<file path="config.mk">
export PLATFORM = sky130hd
export DESIGN_NAME = uart_cmd_bridge
export DESIGN_NICKNAME = d
export VERILOG_FILES = /design/src/hw/uart_line_pkg.sv /design/src/hw/uart_cmd_pkg.sv /design/src/hw/uart_tx_frame.sv /design/src/hw/uart_rx_frame.sv /design/src/hw/uart_cmd_ctrl.sv /design/src/hw/uart_cmd_bridge.sv
export SDC_FILE = /design/constraint.sdc
export NUM_CORES = 1
export LEC_CHECK = 0
export BUFFER_PORTS_ARGS = -buffer_cell sky130_fd_sc_hd__clkbuf_2
export CELL_PAD_IN_SITES_DETAIL_PLACEMENT = 1
export CELL_PAD_IN_SITES_GLOBAL_PLACEMENT = 2
export CORE_MARGIN = 4
export CORE_UTILIZATION = 40
export DETAILED_ROUTE_END_ITERATION = 16
export PLACE_DENSITY_LB_ADDON = 0.1
export SKIP_CTS_REPAIR_TIMING = 1
export SYNTH_ARGS = -nofsm -noshare
export SYNTH_HDL_FRONTEND = slang
export SYNTH_SLANG_ARGS = --single-unit
</file>
<file path="constraint.sdc">
create_clock -name clk -period 2.6 [get_ports clk]
set_input_delay 0.13 -clock clk [delete_from_list [all_inputs] [get_ports clk]]
set_output_delay 0.13 -clock clk [all_outputs]
set_load 0.02 [all_outputs]
</file>
<file path="src/hw/uart_line_pkg.sv">
package uart_line_pkg;

  // one frame is start, 8 data, parity, stop
  localparam int data_bits  = 8;
  localparam int frame_bits = 11;

  typedef struct packed {
    logic [data_bits-1:0] data;
    logic                 parity_err; // parity bit disagrees with odd parity of data
    logic                 frame_err;  // stop bit sampled low
  } rx_frame_t;

  // odd parity bit that makes the total count of ones odd
  function automatic logic odd_parity(input logic [data_bits-1:0] d);
    odd_parity = ~^d;
  endfunction

endpackage

</file>
<file path="src/hw/uart_cmd_pkg.sv">
package uart_cmd_pkg;

  localparam int addr_bits = 7;

  // command word as the host drives it
  // bit 15 write, bits 14:8 register address, bits 7:0 write data
  typedef struct packed {
    logic                 write;
    logic [addr_bits-1:0] addr;
    logic [7:0]           data;
  } cmd_t;

  // read response returned to the host
  typedef struct packed {
    logic [7:0] data;
    logic       parity_err;
    logic       frame_err;
    logic       timeout; // no reply start bit in time and data forced to zero
  } rsp_t;

  // first byte on the line for both reads and writes
  function automatic logic [7:0] header_byte(input cmd_t c);
    header_byte = {c.write, c.addr};
  endfunction

endpackage

</file>
<file path="src/hw/uart_tx_frame.sv">
`timescale 1ns/1ps

module uart_tx_frame #(
  parameter int CLKS_PER_BIT = 434
) (
  input  logic       clk,
  input  logic       rst_n,
  input  logic       tx_req,
  input  logic [7:0] tx_byte,
  output logic       tx_ack,
  output logic       tx
);

  localparam int cnt_w = $clog2(CLKS_PER_BIT + 1);
  localparam int idx_w = $clog2(uart_line_pkg::frame_bits);

  typedef enum logic [1:0] {
    st_idle,
    st_send,
    st_done
  } state_t;

  state_t                               state;
  logic [cnt_w-1:0]                     clk_cnt;
  logic [idx_w-1:0]                     bit_idx;
  logic [uart_line_pkg::frame_bits-1:0] shift_q; // lsb drives the line
  logic                                 bit_end;

  assign bit_end = (clk_cnt == cnt_w'(CLKS_PER_BIT - 1));
  assign tx      = shift_q[0];

  always_ff @(posedge clk or negedge rst_n)
  begin
    if (!rst_n)
    begin
      state   <= st_idle;
      clk_cnt <= '0;
      bit_idx <= '0;
      shift_q <= '1; // line idles high
      tx_ack  <= 1'b0;
    end
    else
    begin
      case (state)
        st_idle:
        begin
          if (tx_req)
          begin
            // stop, parity, data lsb first, start
            shift_q <= {1'b1, uart_line_pkg::odd_parity(tx_byte), tx_byte, 1'b0};
            clk_cnt <= '0;
            bit_idx <= '0;
            state   <= st_send;
          end
        end
        st_send:
        begin
          if (bit_end)
          begin
            clk_cnt <= '0;
            if (bit_idx == idx_w'(uart_line_pkg::frame_bits - 1))
            begin
              tx_ack <= 1'b1; // end of stop bit
              state  <= st_done;
            end
            else
            begin
              bit_idx <= bit_idx + 1'b1;
              shift_q <= {1'b1, shift_q[uart_line_pkg::frame_bits-1:1]};
            end
          end
          else
            clk_cnt <= clk_cnt + 1'b1;
        end
        st_done:
        begin
          if (!tx_req)
          begin
            tx_ack <= 1'b0;
            state  <= st_idle;
          end
        end
        default: state <= st_idle;
      endcase
    end
  end

endmodule

</file>
<file path="src/hw/uart_rx_frame.sv">
`timescale 1ns/1ps

module uart_rx_frame #(
  parameter int CLKS_PER_BIT = 434
) (
  input  logic                     clk,
  input  logic                     rst_n,
  input  logic                     rx,
  output logic                     rx_valid,
  output uart_line_pkg::rx_frame_t rx_frame
);

  localparam int cnt_w = $clog2(CLKS_PER_BIT + 1);
  localparam int idx_w = $clog2(uart_line_pkg::frame_bits);
  // data bits plus parity between start and stop
  localparam int body_bits = uart_line_pkg::frame_bits - 2;

  typedef enum logic [1:0] {
    st_idle,
    st_start,
    st_body,
    st_stop
  } state_t;

  state_t                 state;
  logic                   rx_meta;
  logic                   rx_sync;
  logic                   rx_prev;
  logic [cnt_w-1:0]       clk_cnt;
  logic [idx_w-1:0]       bit_idx;
  logic [body_bits-1:0]   shift_q; // parity ends up in the msb
  logic                   half_tick;
  logic                   bit_tick;

  assign half_tick = (clk_cnt == cnt_w'(CLKS_PER_BIT / 2 - 1));
  assign bit_tick  = (clk_cnt == cnt_w'(CLKS_PER_BIT - 1));

  always_ff @(posedge clk or negedge rst_n)
  begin
    if (!rst_n)
    begin
      rx_meta  <= 1'b1;
      rx_sync  <= 1'b1;
      rx_prev  <= 1'b1;
      state    <= st_idle;
      clk_cnt  <= '0;
      bit_idx  <= '0;
      rx_valid <= 1'b0;
    end
    else
    begin
      rx_meta  <= rx;
      rx_sync  <= rx_meta;
      rx_prev  <= rx_sync;
      rx_valid <= 1'b0;
      clk_cnt  <= clk_cnt + 1'b1;
      case (state)
        st_idle:
        begin
          clk_cnt <= '0;
          if (rx_prev && !rx_sync)
            state <= st_start; // falling edge that may be a start bit
        end
        st_start:
        begin
          if (half_tick)
          begin
            clk_cnt <= '0;
            bit_idx <= '0;
            state   <= rx_sync ? st_idle : st_body; // high at mid bit is a glitch
          end
        end
        st_body:
        begin
          if (bit_tick)
          begin
            clk_cnt <= '0;
            bit_idx <= bit_idx + 1'b1;
            if (bit_idx == idx_w'(body_bits - 1))
              state <= st_stop;
          end
        end
        st_stop:
        begin
          if (bit_tick)
          begin
            rx_valid <= 1'b1;
            state    <= st_idle;
          end
        end
        default: state <= st_idle;
      endcase
    end
  end

  // payload path, sampled at mid bit
  always_ff @(posedge clk)
  begin
    if (state == st_body && bit_tick)
      shift_q <= {rx_sync, shift_q[body_bits-1:1]};
    if (state == st_stop && bit_tick)
    begin
      rx_frame.data       <= shift_q[body_bits-2:0];
      rx_frame.parity_err <= shift_q[body_bits-1] !=
                             uart_line_pkg::odd_parity(shift_q[body_bits-2:0]);
      rx_frame.frame_err  <= !rx_sync;
    end
  end

endmodule

</file>
<file path="src/hw/uart_cmd_ctrl.sv">
`timescale 1ns/1ps

module uart_cmd_ctrl #(
  parameter int GAP_CLKS         = 100,
  parameter int RSP_TIMEOUT_CLKS = 20000
) (
  input  logic                     clk,
  input  logic                     rst_n,
  input  logic                     cmd_req,
  input  uart_cmd_pkg::cmd_t       cmd,
  output logic                     cmd_ack,
  output logic                     rsp_req,
  output uart_cmd_pkg::rsp_t       rsp,
  input  logic                     rsp_ack,
  output logic                     tx_req,
  output logic [7:0]               tx_byte,
  input  logic                     tx_ack,
  input  logic                     rx_valid,
  input  uart_line_pkg::rx_frame_t rx_frame
);

  localparam int tmr_max = (GAP_CLKS > RSP_TIMEOUT_CLKS) ? GAP_CLKS : RSP_TIMEOUT_CLKS;
  localparam int tmr_w   = $clog2(tmr_max + 1);

  typedef enum logic [2:0] {
    st_idle,
    st_hdr,
    st_gap,
    st_data,
    st_wait_rsp,
    st_rsp,
    st_rsp_rel,
    st_done
  } state_t;

  state_t             state;
  uart_cmd_pkg::cmd_t cmd_q;
  logic [tmr_w-1:0]   timer;

  always_ff @(posedge clk or negedge rst_n)
  begin
    if (!rst_n)
    begin
      state   <= st_idle;
      cmd_q   <= '0;
      timer   <= '0;
      cmd_ack <= 1'b0;
      rsp_req <= 1'b0;
      rsp     <= '0;
      tx_req  <= 1'b0;
      tx_byte <= '0;
    end
    else
    begin
      case (state)
        st_idle:
        begin
          // previous transmit handshake must be fully closed
          if (cmd_req && !tx_ack)
          begin
            cmd_q   <= cmd;
            tx_byte <= uart_cmd_pkg::header_byte(cmd);
            tx_req  <= 1'b1;
            state   <= st_hdr;
          end
        end
        st_hdr:
        begin
          if (tx_ack)
          begin
            tx_req <= 1'b0;
            timer  <= '0; // gap and reply timeout both start here
            state  <= cmd_q.write ? st_gap : st_wait_rsp;
          end
        end
        st_gap:
        begin
          if (timer == tmr_w'(GAP_CLKS - 1) && !tx_ack)
          begin
            tx_byte <= cmd_q.data;
            tx_req  <= 1'b1;
            state   <= st_data;
          end
          else if (timer != tmr_w'(GAP_CLKS - 1))
            timer <= timer + 1'b1;
        end
        st_data:
        begin
          if (tx_ack)
          begin
            tx_req  <= 1'b0;
            cmd_ack <= 1'b1; // write has no response phase
            state   <= st_done;
          end
        end
        st_wait_rsp:
        begin
          if (rx_valid)
          begin
            rsp     <= '{data: rx_frame.data, parity_err: rx_frame.parity_err,
                         frame_err: rx_frame.frame_err, timeout: 1'b0};
            rsp_req <= 1'b1;
            state   <= st_rsp;
          end
          else if (timer == tmr_w'(RSP_TIMEOUT_CLKS - 1))
          begin
            rsp     <= '{data: 8'h00, parity_err: 1'b0, frame_err: 1'b0, timeout: 1'b1};
            rsp_req <= 1'b1;
            state   <= st_rsp; // a late reply frame is dropped
          end
          else
            timer <= timer + 1'b1;
        end
        st_rsp:
        begin
          if (rsp_ack)
          begin
            rsp_req <= 1'b0;
            state   <= st_rsp_rel;
          end
        end
        st_rsp_rel:
        begin
          if (!rsp_ack)
          begin
            cmd_ack <= 1'b1;
            state   <= st_done;
          end
        end
        st_done:
        begin
          if (!cmd_req)
          begin
            cmd_ack <= 1'b0;
            state   <= st_idle;
          end
        end
        default: state <= st_idle;
      endcase
    end
  end

endmodule

</file>
<file path="src/hw/uart_cmd_bridge.sv">
`timescale 1ns/1ps

module uart_cmd_bridge #(
  parameter int CLKS_PER_BIT     = 434,
  parameter int GAP_CLKS         = 100,
  parameter int RSP_TIMEOUT_CLKS = 20000
) (
  input  logic               clk,
  input  logic               rst_n,
  input  logic               cmd_req,
  input  uart_cmd_pkg::cmd_t cmd,
  output logic               cmd_ack,
  output logic               rsp_req,
  output uart_cmd_pkg::rsp_t rsp,
  input  logic               rsp_ack,
  output logic               tx,
  input  logic               rx
);

  logic                     tx_req;
  logic [7:0]               tx_byte;
  logic                     tx_ack;
  logic                     rx_valid;
  uart_line_pkg::rx_frame_t rx_frame;

  uart_cmd_ctrl #(
    .GAP_CLKS         (GAP_CLKS),
    .RSP_TIMEOUT_CLKS (RSP_TIMEOUT_CLKS)
  ) uart_cmd_ctrl_i (
    .clk      (clk),
    .rst_n    (rst_n),
    .cmd_req  (cmd_req),
    .cmd      (cmd),
    .cmd_ack  (cmd_ack),
    .rsp_req  (rsp_req),
    .rsp      (rsp),
    .rsp_ack  (rsp_ack),
    .tx_req   (tx_req),
    .tx_byte  (tx_byte),
    .tx_ack   (tx_ack),
    .rx_valid (rx_valid),
    .rx_frame (rx_frame)
  );

  uart_tx_frame #(
    .CLKS_PER_BIT (CLKS_PER_BIT)
  ) uart_tx_frame_i (
    .clk     (clk),
    .rst_n   (rst_n),
    .tx_req  (tx_req),
    .tx_byte (tx_byte),
    .tx_ack  (tx_ack),
    .tx      (tx)
  );

  uart_rx_frame #(
    .CLKS_PER_BIT (CLKS_PER_BIT)
  ) uart_rx_frame_i (
    .clk      (clk),
    .rst_n    (rst_n),
    .rx       (rx),
    .rx_valid (rx_valid),
    .rx_frame (rx_frame)
  );

endmodule

</file>
# --- Yosys cells after proc, flatten, opt, wreduce, memory -nomap -nowiden ---
# Index checks and enable logic that the tools add are counted.
totals:
  ff_bits: 114
  inputBits: 21
classes:
  addsub: 5
  n_eq_ne: 44
  n_mux: 69
  n_reduce_logical: 36
op_table:
  columns: ["cell", "n"]
  rows:
  - ["$mux W15", 5]
  - ["$mux W11", 5]
  - ["$pmux W15 S3", 1]
  - ["$mux W9", 4]
  - ["$mux W3", 10]
  - ["$pmux W9 S3", 1]
  - ["$ne A2 B1 Y1 const B", 13]
  - ["$pmux W3 S8", 1]
  - ["$pmux W11 S2", 1]
  - ["$mux W2", 10]
  - ["$mux W4", 5]
  - ["$reduce_and A4 Y1", 5]
  - ["$add A9 B1 Y9 const B", 2]
  - ["$eq A9 B9 Y1 const B", 2]
  - ["$ne A2 B2 Y1 const B", 9]
  - ["$pmux W9 S2", 1]
  - ["$mux W8", 2]
  - ["$pmux W4 S2", 2]
  - ["$pmux W8 S2", 1]
  - ["$reduce_xnor A8 Y1", 2]
  - ["$add A15 B1 Y15 const B", 1]
  - ["$eq A15 B15 Y1 const B", 1]
  - ["$eq A15 B7 Y1 const B", 1]
  - ["$ne A15 B7 Y1 const B", 1]
  - ["27 further kinds", 68]

# --- Longest topological paths before layout ---
depth:
  word_depth: 4
  depth_mapped: 8
  ltp_nobuf: 7

# --- Hierarchy ---
# A second synthesis with hierarchy kept.
hier_totals:
  hier_cells: 494
  area_unflattened_um2: 5464.0
modules_own_cells:
  columns: ["mod", "n_inst", "cells_each", "area_per_inst_um2"]
  rows:
  - ["uart_cmd_ctrl", 1, 233, 2427.3]
  - ["uart_rx_frame", 1, 114, 1622.8]
  - ["uart_tx_frame", 1, 147, 1413.9]

# --- Worst setup path after synthesis ---
# No wires, ideal clock.
synth_timing:
  kind: "flip-flop to flip-flop"
  from: "register uart_rx_frame_i.clk_cnt[0]"
  to: "register uart_rx_frame_i.bit_idx[2]"
  setup_time_ns: 0.069
  arrival_time_ns: 2.058
  required_ns: 2.531
  path_slack_ns: 0.473
  stages_incl_launch_ff: 8
  path_cell_list: "dfrtp_1 -> inv_1 -> ha_1 -> or4bb_1 -> o41ai_2 -> nand3_1 -> or3_1 -> nand3_1"
synth_between:
  elab_chain_cells: 3
synth_rtl:
  columns: ["item", "line", "text"]
  rows:
  - ["from (decl)", "uart_rx_frame.sv:29", "logic [cnt_w-1:0] clk_cnt;"]
  - ["from (signal assigned)", "uart_rx_frame.sv:56", "clk_cnt <= clk_cnt + 1'b1;"]
  - ["$eq A9 B9 Y1 or $eq A9 B8 Y1 (tied branches)", "uart_rx_frame.sv:36, uart_rx_frame.sv:35", null]
  - ["$ne A2 B1 Y1 (no source line)", null, null]
  - ["$reduce_and A3 Y1 (no source line) (*)", null, null]
  - ["to (signal assigned)", "uart_rx_frame.sv:78", "bit_idx <= bit_idx + 1'b1;"]
  - ["to (decl)", "uart_rx_frame.sv:30", "logic [idx_w-1:0] bit_idx;"]
# Mark *: on every way between the ends. The rest lies on a longest branch, timed or not.
# A chain may end at the register's enable or synchronous reset.

# --- Final worst setup path ---
layout_timing:
  from: "register uart_cmd_ctrl_i.timer[7]"
  to: "register uart_cmd_ctrl_i.rsp[5] (netlist name)"
layout_between:
  elab_chain_cells: 3
layout_rtl:
  columns: ["item", "line", "text"]
  rows:
  - ["from (decl)", "uart_cmd_ctrl.sv:38", "logic [tmr_w-1:0] timer;"]
  - ["from (signal assigned)", "uart_cmd_ctrl.sv:85", "timer <= timer + 1'b1;"]
  - ["from (signal assigned)", "uart_cmd_ctrl.sv:112", "timer <= timer + 1'b1;"]
  - ["$eq A15 B15 Y1", "uart_cmd_ctrl.sv:105", "else if (timer == tmr_w'(RSP_TIMEOUT_CLKS - 1))"]
  - ["$reduce_bool A2 Y1 (no source line)", null, null]
  - ["$reduce_and A2 Y1 (no source line)", null, null]
# Every way passes these cells.

==> results.yml <==
critical_path:
  r2r_cells: 5
  max_stage_delay_ps: 570
  worst-setup-path-type: "flop to flop"
  regToRegStartpoint: "uart_cmd_ctrl_i.timer[7]$_DFFE_PN0P_"
  r2r_setup_slack_ps: 250
  crit_fanout: 11
  r2r-end: "uart_cmd_ctrl_i.rsp[5]$_DFFE_PN0P_"
  cp_slowest_cell: "or4_4"
  cp-end-kind: "flop"
  cp.buffers_inverters: 0
  arrival_ps: 2650
  worst_ep_required_time_ps: 2890
  crit_chain: "or4_1 -> or4_4 -> nand2b_1 -> nand2_1 -> a22o_1"
  critPathLaunchType: "flop"
  cp_top_family: "simple AND/OR/NAND/NOR gates"
cts:
  clkSlewWorstSetupHoldPaths_ps: 60
  cts_sinks: 113
  cts_buffers: 17
  cts_buffer_depth: 2
  cts-root-buf: "clkbuf_16"
  htree_levels: 4
  clk_latency_ps: 410
  cts_tree: "yes"
pwr:
  power-per-cell-area_mw_per_mm2: 901
  ir_worst_vdd_v: 0.000467
  leakage_nw: 2.76
yosys:
  syn_area_sq_mm: 0.00534
  synth_flop_cell: "dfrtp_1"
  synth_enable_flop_cells: 19
  avgSynthCellArea_sq_um: 10.5
  synth_seq_area_share_pct: 55.0
  yosysWarnings: 0
  synth_seq_cells: 113
  syn_inst: 509
  synth_nets: 544
  synthArstFlopShare_pct: 83.2
  yosysUniqueCellTypes: 54
cells_and_area:
  areaGrowthSynthToFinish_pct: 21.5
  num-nets-final: 605
  layout-drive-gt1-share_pct: 19.4
  num_antenna_cells: 0
timing:
  max_freq_mhz: 425
  rsz0062_at_grt: "no"
  worstMarginPinSlew_ps: 596
  fin_tns_setup_ps: 0
  maxSlewViolCount: 0
  fin_crit_ps: 2350
  post-route-period-util_pct: 90.5
  hold_violations: 0
  skew_ps: 8.82
  slew_headroom_pct: 60.1
  setup_violations: 0
  fin_ws_ps: 247
worst_hold_path:
  holdCritPathClass: "primary input to flop"
  min_to: "uart_cmd_ctrl_i.tx_byte[3]$_DFFE_PN0P_"
  worstHoldPathCells: 3
  hp-start: "cmd[11]"
flow_run:
  maxCapViolCount: 0
routing:
  drtIter0Drc: 203
  firstDrtPassIters: 4
  routedWlPerCell_um: 16.9
  wl_um: 12700
  drt_drc_violations_left: 0
  ant_nets: 0
  viasPerCell: 5.42
  vias: 4089
placed_design:
  io_buffers: 34
  dp_hpwl_um: 8700
  post-place-ws_ps: 249
  gp_congestion: 0.817
die:
  core-area_sq_mm: 0.0128
  rows: 41
  die_w_um: 124
  die_y_um: 124
  io_pins: 35
  start_util_pct: 41.6
  die_area_sq_mm: 0.0153
global_route:
  grt_max_degree: 95
  grt_pass1_wl_um: 21400
  antenna_found_initial: 0
  overflow: 0
  first_global_vias: 4287
  grt_util_all_layers_pct: 18.1
outcome:
  status: "finished, final reports clean"
cells in the final DEF (no fill, tap or decap), types with 8 or more instances in the layout:
master / synthesis / layout
a21oi_1: 28 / 28
a22o_1: 10 / 10
a31oi_1: 12 / 12
buf_4: 1 / 16
clkbuf_16: 0 / 17
clkbuf_2: 0 / 33
dfrtp_1: 81 / 81
dfstp_2: 13 / 13
dlygate4sd3_1: 0 / 11
edfxtp_1: 19 / 19
ha_1: 14 / 14
inv_1: 16 / 16
mux2_2: 9 / 9
mux2i_1: 12 / 12
nand2_1: 50 / 50
nand3_1: 23 / 23
nor2_1: 44 / 44
o21ai_0: 45 / 45
o31ai_1: 10 / 10
or3_1: 8 / 8
xnor2_1: 15 / 15
layer usage:
metal / part of all wire, % / GRT usage [%]
met2: 49 / 29.3
met4: 1.1 / 6.37
met3: 3.2 / 4.44
met1: 47 / 23.9
met5: 0 / 0
Yosys cell counts, types with 12 or more instances:
cell type,count,area (sq um)
inv_1,16,60.1
edfxtp_1,19,571
mux2i_1,12,120
ha_1,14,175
a21oi_1,28,140
dfstp_2,13,342
a31oi_1,12,75.1
o21ai_0,45,225
xnor2_1,15,131
nand3_1,23,115
clkbuf_1,16,60.1
dfrtp_1,81,2030
nand2_1,50,188
nor2_1,44,165
stage by stage:
step           hold WS, ps  util, %  total power [mW]  cells  area [sq um]
2_1_floorplan         -166        -              3.15    509          5340
3_3_place_gp           219     45.1              3.49    712          5790
3_5_place_dp           219     45.1              3.57    712          5790
4_1_cts               -229     49.7              5.92    744          6380
5_1_grt               28.6     50.6              6.19    755          6490
6_report              25.0     50.6              5.85    755          6490
logic make-up (layout without fill, tap and decap cells):
family,after synthesis,in the layout,synth area share [%]
xor+xnor,22,22,3.61
mux,21,21,4.15
compound gates,122,122,14.3
simple gates,182,182,17.1
fa+ha+maj,14,14,3.28
flops,113,113,55.0
buf+inv,35,109,2.58
worst max-delay path by stage:
| stage | end | slack (ps) | from | depth (start not counted) |
|---|---|---|---|---|
| after detailed placement | uart_cmd_ctrl_i.rsp[5]$_DFFE_PN0P_ | 250 | uart_cmd_ctrl_i.timer[7]$_DFFE_PN0P_ | 5 |
| final | uart_cmd_ctrl_i.rsp[5]$_DFFE_PN0P_ | 250 | uart_cmd_ctrl_i.timer[7]$_DFFE_PN0P_ | 5 |
| after global routing | uart_cmd_ctrl_i.rsp[5]$_DFFE_PN0P_ | 120 | uart_cmd_ctrl_i.timer[12]$_DFFE_PN0P_ | 5 |
| after floorplan | uart_rx_frame_i.bit_idx[2]$_DFFE_PN0P_ | 470 | uart_rx_frame_i.clk_cnt[0]$_DFF_PN0_ | 7 |
| after global placement | uart_cmd_ctrl_i.rsp[3]$_DFFE_PN0P_ | 300 | uart_cmd_ctrl_i.timer[12]$_DFFE_PN0P_ | 5 |
| after CTS | uart_cmd_ctrl_i.rsp[5]$_DFFE_PN0P_ | 250 | uart_cmd_ctrl_i.timer[12]$_DFFE_PN0P_ | 5 |
cell type report:
class | instances | area, sq um
Clock inverter | 15 | 164
Tap cell | 172 | 215
Multi-Input combinational cell | 361 | 2270
Sequential cell | 113 | 2940
Timing Repair Buffer | 61 | 415
Inverter | 16 | 60.1
Fill cell | 1427 | 6340
Clock buffer | 17 | 425
state kept, by name, summed over array words and instances (netlist names), 3 cells and up, named ones only:
name	flops
uart_cmd_ctrl_i.timer	15
uart_cmd_ctrl_i.rsp	11
uart_rx_frame_i.rx_frame	10
uart_tx_frame_i.shift_q	10
uart_cmd_ctrl_i.cmd_q	9
uart_rx_frame_i.clk_cnt	9
uart_rx_frame_i.shift_q	9
uart_tx_frame_i.clk_cnt	9
uart_cmd_ctrl_i.tx_byte	8
uart_rx_frame_i.bit_idx	4
uart_tx_frame_i.bit_idx	4
uart_cmd_ctrl_i.state	3
worst register-to-register path: cells and delay by family (launching register included):
family          cells  cell delay, ps
flops               1             440
compound gates      1             300
simple gates        4            1500
report_power, final:
part	leakage (nW)	switching, mW	internal [mW]	total [mW]
sequential	1.36	0.203	2.05	2.25
clock	0.289	0.944	1.36	2.31
combinational	1.11	0.731	0.561	1.29
No activity file was read; power rests on OpenSTA's default activity.
